<file path="src/rtl/ecc_pkg.sv">
/* ecc word store constants */

package ecc_pkg;

    // data and codeword widths
    localparam int data_width = 8;
    localparam int parity_bits = 4;
    localparam int code_width = 13;

    // storage
    localparam int store_depth = 16;
    localparam int addr_width = 4;

    // decoder
    localparam int syndrome_width = 4;

    // positions 1..12 live in bits 0..11, overall parity above them
    localparam int hamming_len = 12;

    // data bit i lands at this codeword index
    // parity k sits at index 2**k - 1 (0, 1, 3, 7)
    localparam int data_pos [data_width] = '{
        2,
        4,
        5,
        6,
        8,
        9,
        10,
        11
    };

endpackage

</file>
<file path="src/rtl/hamming_encoder.sv">
/* SEC-DED Hamming encoder */

module hamming_encoder (
    input  logic                             clk,
    input  logic                             rst_n,
    input  logic                             wr_en,
    input  logic [ecc_pkg::addr_width-1:0]   wr_addr,
    input  logic [ecc_pkg::data_width-1:0]   wr_data,
    input  logic [ecc_pkg::code_width-1:0]   flip_mask,
    output logic                             enc_valid,
    output logic [ecc_pkg::addr_width-1:0]   enc_addr,
    output logic [ecc_pkg::code_width-1:0]   enc_code,
    output logic [ecc_pkg::code_width-1:0]   enc_mask
);

    logic [ecc_pkg::code_width-1:0] code_c;

    // place data, then fill in the parity slots
    always_comb begin
        logic acc;
        code_c = '0;
        for (int i = 0; i < ecc_pkg::data_width; i++) begin
            code_c[ecc_pkg::data_pos[i]] = wr_data[i];
        end
        // parity slots are still zero here, so covering them is harmless
        for (int k = 0; k < ecc_pkg::parity_bits; k++) begin
            acc = 1'b0;
            for (int i = 0; i < ecc_pkg::hamming_len; i++) begin
                if (((i + 1) & (1 << k)) != 0) begin
                    acc = acc ^ code_c[i];
                end
            end
            code_c[(1 << k) - 1] = acc;
        end
        // overall parity for double error detection
        code_c[ecc_pkg::hamming_len] = ^code_c[ecc_pkg::hamming_len-1:0];
    end

    always_ff @(posedge clk) begin
        if (!rst_n) begin
            enc_valid <= 1'b0;
        end else begin
            enc_valid <= wr_en;
        end
    end

    always_ff @(posedge clk) begin
        if (wr_en) begin
            enc_addr <= wr_addr;
            enc_code <= code_c;
            enc_mask <= flip_mask;
        end
    end

endmodule

</file>
<file path="src/rtl/code_store.sv">
/* codeword memory */

module code_store (
    input  logic                             clk,
    input  logic                             rst_n,
    input  logic                             enc_valid,
    input  logic [ecc_pkg::addr_width-1:0]   enc_addr,
    input  logic [ecc_pkg::code_width-1:0]   enc_code,
    input  logic [ecc_pkg::code_width-1:0]   enc_mask,
    input  logic                             rd_en,
    input  logic [ecc_pkg::addr_width-1:0]   rd_addr,
    output logic                             st_valid,
    output logic [ecc_pkg::code_width-1:0]   st_code
);

    logic [ecc_pkg::code_width-1:0] mem [ecc_pkg::store_depth];

    // mask bits corrupt the stored word
    always_ff @(posedge clk) begin
        if (enc_valid) begin
            mem[enc_addr] <= enc_code ^ enc_mask;
        end
    end

    // same-address write and read returns the old word
    always_ff @(posedge clk) begin
        if (rd_en) begin
            st_code <= mem[rd_addr];
        end
    end

    always_ff @(posedge clk) begin
        if (!rst_n) begin
            st_valid <= 1'b0;
        end else begin
            st_valid <= rd_en;
        end
    end

endmodule

</file>
<file path="src/rtl/hamming_decoder.sv">
/* SEC-DED syndrome decoder */

module hamming_decoder (
    input  logic                                 clk,
    input  logic                                 rst_n,
    input  logic                                 st_valid,
    input  logic [ecc_pkg::code_width-1:0]       st_code,
    output logic                                 rd_valid,
    output logic [ecc_pkg::data_width-1:0]       rd_data,
    output logic                                 single_err,
    output logic                                 double_err,
    output logic [ecc_pkg::syndrome_width-1:0]   syndrome
);

    logic [ecc_pkg::syndrome_width-1:0] syn_c;
    logic                               overall_bad;
    logic [ecc_pkg::code_width-1:0]     fixed_c;
    logic [ecc_pkg::data_width-1:0]     data_c;
    logic                               single_c;
    logic                               double_c;

    // syndrome bit k checks every position with bit k set
    always_comb begin
        for (int k = 0; k < ecc_pkg::syndrome_width; k++) begin
            syn_c[k] = 1'b0;
            for (int i = 0; i < ecc_pkg::hamming_len; i++) begin
                if (((i + 1) & (1 << k)) != 0) begin
                    syn_c[k] = syn_c[k] ^ st_code[i];
                end
            end
        end
    end

    // includes the overall bit itself
    assign overall_bad = ^st_code;

    always_comb begin
        fixed_c = st_code;
        single_c = 1'b0;
        double_c = 1'b0;
        if (overall_bad) begin
            if (syn_c == '0) begin
                // only the overall bit flipped
                single_c = 1'b1;
            end else if (int'(syn_c) <= ecc_pkg::hamming_len) begin
                single_c = 1'b1;
                for (int i = 0; i < ecc_pkg::hamming_len; i++) begin
                    if (int'(syn_c) == i + 1) begin
                        fixed_c[i] = ~st_code[i];
                    end
                end
            end else begin
                // points past the word, cannot be a single error
                double_c = 1'b1;
            end
        end else if (syn_c != '0) begin
            double_c = 1'b1;
        end
    end

    always_comb begin
        for (int i = 0; i < ecc_pkg::data_width; i++) begin
            data_c[i] = fixed_c[ecc_pkg::data_pos[i]];
        end
    end

    always_ff @(posedge clk) begin
        if (!rst_n) begin
            rd_valid <= 1'b0;
            single_err <= 1'b0;
            double_err <= 1'b0;
        end else begin
            rd_valid <= st_valid;
            // flags only mean something alongside rd_valid
            single_err <= st_valid & single_c;
            double_err <= st_valid & double_c;
        end
    end

    always_ff @(posedge clk) begin
        if (st_valid) begin
            rd_data <= data_c;
            syndrome <= syn_c;
        end
    end

endmodule

</file>
<file path="src/rtl/ecc_ram.sv">
/* ECC protected word store */

module ecc_ram (
    input  logic                                 clk,
    input  logic                                 rst_n,
    input  logic                                 wr_en,
    input  logic [ecc_pkg::addr_width-1:0]       wr_addr,
    input  logic [ecc_pkg::data_width-1:0]       wr_data,
    input  logic [ecc_pkg::code_width-1:0]       flip_mask,
    input  logic                                 rd_en,
    input  logic [ecc_pkg::addr_width-1:0]       rd_addr,
    output logic                                 rd_valid,
    output logic [ecc_pkg::data_width-1:0]       rd_data,
    output logic                                 single_err,
    output logic                                 double_err,
    output logic [ecc_pkg::syndrome_width-1:0]   syndrome
);

    // write path
    logic                            enc_valid;
    logic [ecc_pkg::addr_width-1:0]  enc_addr;
    logic [ecc_pkg::code_width-1:0]  enc_code;
    logic [ecc_pkg::code_width-1:0]  enc_mask;

    // read path
    logic                            st_valid;
    logic [ecc_pkg::code_width-1:0]  st_code;

    hamming_encoder i_hamming_encoder (
        .clk       (clk),
        .rst_n     (rst_n),
        .wr_en     (wr_en),
        .wr_addr   (wr_addr),
        .wr_data   (wr_data),
        .flip_mask (flip_mask),
        .enc_valid (enc_valid),
        .enc_addr  (enc_addr),
        .enc_code  (enc_code),
        .enc_mask  (enc_mask)
    );

    code_store i_code_store (
        .clk       (clk),
        .rst_n     (rst_n),
        .enc_valid (enc_valid),
        .enc_addr  (enc_addr),
        .enc_code  (enc_code),
        .enc_mask  (enc_mask),
        .rd_en     (rd_en),
        .rd_addr   (rd_addr),
        .st_valid  (st_valid),
        .st_code   (st_code)
    );

    hamming_decoder i_hamming_decoder (
        .clk        (clk),
        .rst_n      (rst_n),
        .st_valid   (st_valid),
        .st_code    (st_code),
        .rd_valid   (rd_valid),
        .rd_data    (rd_data),
        .single_err (single_err),
        .double_err (double_err),
        .syndrome   (syndrome)
    );

endmodule

</file>
<file path="config.mk">
export PLATFORM = sky130hd
export DESIGN_NAME = ecc_ram
export DESIGN_NICKNAME = d
export VERILOG_FILES = /design/src/rtl/ecc_pkg.sv /design/src/rtl/hamming_encoder.sv /design/src/rtl/code_store.sv /design/src/rtl/hamming_decoder.sv /design/src/rtl/ecc_ram.sv
export SDC_FILE = /design/constraint.sdc
export NUM_CORES = 1
export LEC_CHECK = 0
export BUFFER_PORTS_ARGS = -buffer_cell sky130_fd_sc_hd__buf_2
export CORE_MARGIN = 10
export CORE_UTILIZATION = 30
export DETAILED_ROUTE_END_ITERATION = 12
export PLACE_DENSITY = 0.47
export SYNTH_ARGS = -nofsm -noshare
export SYNTH_HDL_FRONTEND = slang
export SYNTH_SLANG_ARGS = --single-unit
</file>
<file path="constraint.sdc">
create_clock -name clk -period 5.3 [get_ports clk]
set_input_delay 0.265 -clock clk [delete_from_list [all_inputs] [get_ports clk]]
set_output_delay 0.265 -clock clk [all_outputs]
set_load 0.01 [all_outputs]
</file>
==> impl_metrics.env <==
export IMPL_drtAntennaViolNets=0
export IMPL_hp_class="in2reg"
export IMPL_r2r_slack_ps=3030
export IMPL_syn_area_per_cell_sq_um=22.50
export IMPL_antenna_found_initial=1
export IMPL_die_area_sq_um=42660
export IMPL_cts_tree="done"
export IMPL_fillers=3159
export IMPL_cts_resized_gates=0
export IMPL_path_class="reg2reg"
export IMPL_power_density_nw_per_um2=393.8
export IMPL_drc=0
export IMPL_port_buffer_count=47
export IMPL_drt_iter0_drc=339
export IMPL_fin_crit_ps=2270
export IMPL_clock_path_buffers=3
export IMPL_die_height_um=206.5
export IMPL_cpPeakStageDelay_ps=950
export IMPL_fmax_mhz=440.5
export IMPL_vias=4755
export IMPL_synthFlopType="edfxtp_1"
export IMPL_wl_per_cell_um=21.81
export IMPL_grt_ovfl_total=0
export IMPL_hold_path_endpoint="i_code_store.st_valid"
export IMPL_async_reset_ff_share_pct=0
export IMPL_end_kind="flop"
export IMPL_row_count=68
export IMPL_cpMaxStageDelayCell="nor2_2"
export IMPL_dp_hpwl_um=12640
export IMPL_synth_area_sq_um=10440
export IMPL_numCtsBuffers=29
export IMPL_period_share_pct=42.83
export IMPL_core_sq_um=34460
export IMPL_synthCells=464
export IMPL_clock_sinks=268
export IMPL_worst_ir_drop_vdd_mv=0.2632
export IMPL_fin_nets=592
export IMPL_r2r_start="i_hamming_encoder.enc_addr[0]"
export IMPL_ys_ff_latch=268
export IMPL_hp_start="rst_n"
export IMPL_path_cells="nand2b_1, nor2_2"
export IMPL_reg2reg_to="i_code_store.mem[9][7]"
export IMPL_design_area_sq_um=12450
export IMPL_hold_buffers=25
export IMPL_synthesis_nets=497
export IMPL_reg2reg_depth=2
export IMPL_grt_pass1_wl_um=33620
export IMPL_hold_viol_final=0
export IMPL_clk_latency_ps=560
export IMPL_htreeDepth=1
export IMPL_viasPerCell=4.590
export IMPL_grt_total_usage_pct=10.79
export IMPL_crit_fanout=13
export IMPL_routabilityCongestion=0.7361
export IMPL_maxSlewViolCount=0
export IMPL_grt_start_max_net_pins=53
export IMPL_grt_pass1_vias=5202
export IMPL_dpl_instance_area_sq_um=11310
export IMPL_areaGrowthSynthToFinish_pct=19.24
export IMPL_skew_ps=16.90
export IMPL_rsz0062_at_grt="false"
export IMPL_crit_buf_inv=0
export IMPL_drtPass1Iterations=4
export IMPL_ys_seq_area_share_pct=76.61
export IMPL_pin_count=48
export IMPL_p_leak_uw=0.004002
export IMPL_tightest_slew_ps=1243
export IMPL_start_kind="flop"
export IMPL_min_delay_path_depth=2
export IMPL_start_util_pct=30.30
export IMPL_synth_warnings=0
export IMPL_cts_setup_buffers=0
export IMPL_drive_above_1_share_pct=32.53
export IMPL_num_antenna_cells=0
export IMPL_fin_setup_tns_ps=0
export IMPL_synth_distinct_cells=35
export IMPL_root_buffer="clkbuf_16"
export IMPL_arrival_ps=2430
export IMPL_die_w_um=206.5
export IMPL_crit_required_ps=5460
export IMPL_wl_um=22590
export IMPL_setup_viol=0
export IMPL_clk_pin_slew_ps=60
export IMPL_synth_edff_count=263
export IMPL_cap_violations=0
export IMPL_path_delay_family="simple AND/OR/NAND/NOR gates"
export IMPL_slew_headroom_pct=16.88
export IMPL_outcome="completed"
-- area by class of cell --
cell class	instances	area [sq um]	area share, %
inverters	4	16.27	0.1307
clock buffers	36	752.0	6.041
repair buffers	80	548.0	4.402
multi-input cells	176	2441	19.61
clock inverters	17	123.9	0.9951
flip-flops and latches	268	7998	64.25
well taps	455	569.3	4.573
-- worst register-to-register path, stage by stage (launching register included) --
cell	delay, ps
edfxtp_1	660
nand2b_1	270
nor2_2	950
-- per-stage QoR --
| stage | setup WS [ps] | hold slack (ps) | total power [uW] | util (%) | cells |
|---|---|---|---|---|---|
| finish | 3030 | 60.07 | 4902 | 36.13 | 1036 |
| CTS | 2958 | 29.64 | 4971 | 36.10 | 1036 |
| global route | 2867 | 37.94 | 5116 | 36.13 | 1036 |
| detailed placement | 2712 | 443.2 | 3087 | 32.84 | 958 |
| floorplan | 3054 | 363.9 | 2922 | - | 464 |
| global placement | 2719 | 442.9 | 3071 | 32.84 | 958 |
-- layout by cell type (no fill, tap or decap), drive strengths merged, types with 2 or more instances in the layout --
| master | Yosys | layout |
|---|---|---|
| nand2b | 5 | 5 |
| clkinv | 1 | 15 |
| a21oi | 2 | 2 |
| dfxtp | 5 | 5 |
| nor2 | 17 | 17 |
| edfxtp | 263 | 263 |
| buf | 8 | 55 |
| a31oi | 2 | 2 |
| xnor2 | 24 | 24 |
| xnor3 | 2 | 2 |
| nor3 | 6 | 6 |
| mux4 | 65 | 65 |
| xor2 | 22 | 22 |
| clkbuf | 8 | 36 |
| nand3b | 2 | 2 |
| inv | 3 | 4 |
| xor3 | 3 | 3 |
| nand3 | 10 | 10 |
| and2 | 2 | 2 |
| nand2 | 5 | 5 |
| mux2i | 2 | 2 |
| dlygate4sd3 | 0 | 25 |
-- synth_stat cells, types with 5 or more instances --
master / count / area [sq um]
xor2_1: 21 / 183.9
mux4_2: 65 / 1464
nor3_1: 6 / 30.03
dfxtp_1: 5 / 100.1
nand3_1: 10 / 50.05
edfxtp_1: 263 / 7898
clkbuf_1: 8 / 30.03
nand2_1: 5 / 18.77
nor2_1: 17 / 63.81
nand2b_1: 5 / 31.28
buf_2: 6 / 30.03
xnor2_1: 22 / 192.7
-- registers in the layout, indices dropped and copies added (netlist names) --
signal / count
i_code_store.mem: 208
i_hamming_decoder.single_err: 1
i_hamming_encoder.enc_code: 13
i_code_store.st_code: 13
i_hamming_decoder.rd_data: 8
i_code_store.st_valid: 1
i_hamming_encoder.enc_addr: 4
i_hamming_decoder.rd_valid: 1
i_hamming_decoder.syndrome: 4
i_hamming_decoder.double_err: 1
i_hamming_encoder.enc_valid: 1
i_hamming_encoder.enc_mask: 13
-- how the worst max path moves through the flow --
stage                                   from                  endpoint  slack, ps  cells past startpoint
2_1_floorplan  i_hamming_encoder.enc_addr[2]    i_code_store.mem[0][0]       3050                      2
4_1_cts        i_hamming_encoder.enc_addr[0]  i_code_store.mem[15][10]       2960                      2
3_3_place_gp                      rd_addr[0]  i_code_store.st_code[12]       2720                      3
3_5_place_dp                      rd_addr[0]  i_code_store.st_code[12]       2710                      3
5_1_grt        i_hamming_encoder.enc_addr[0]  i_code_store.mem[15][10]       2870                      2
6_report       i_hamming_encoder.enc_addr[0]    i_code_store.mem[9][7]       3030                      2
-- power breakdown --
part,leakage (uW),total [uW],internal (uW),switching (uW)
logic,0.00112,500,200,300
clock network,0.000431,1860,1060,800
registers,0.00245,2550,2510,39.8
-- routing by layer --
metal / part of all wire (%) / vias up / wire length [um] / track usage (%)
met3: 4.9 / 42 / 1110 / 2.107
met5: 0 / - / 0 / 0
met4: 2.3 / 0 / 521 / 2.945
met2: 48 / 113 / 10930 / 17.95
met1: 44 / 2492 / 10030 / 14.16
li1: - / 2108 / - / -
-- kinds of logic after synthesis --
family | after synthesis | share of synthesized area (%)
mux | 67 | 14.21
buf+inv | 20 | 0.8030
compound gates | 8 | 0.5273
xor+xnor | 51 | 5.441
simple gates | 50 | 2.409
flops | 268 | 76.61
Note: power is estimated with default switching activity, not from simulation.
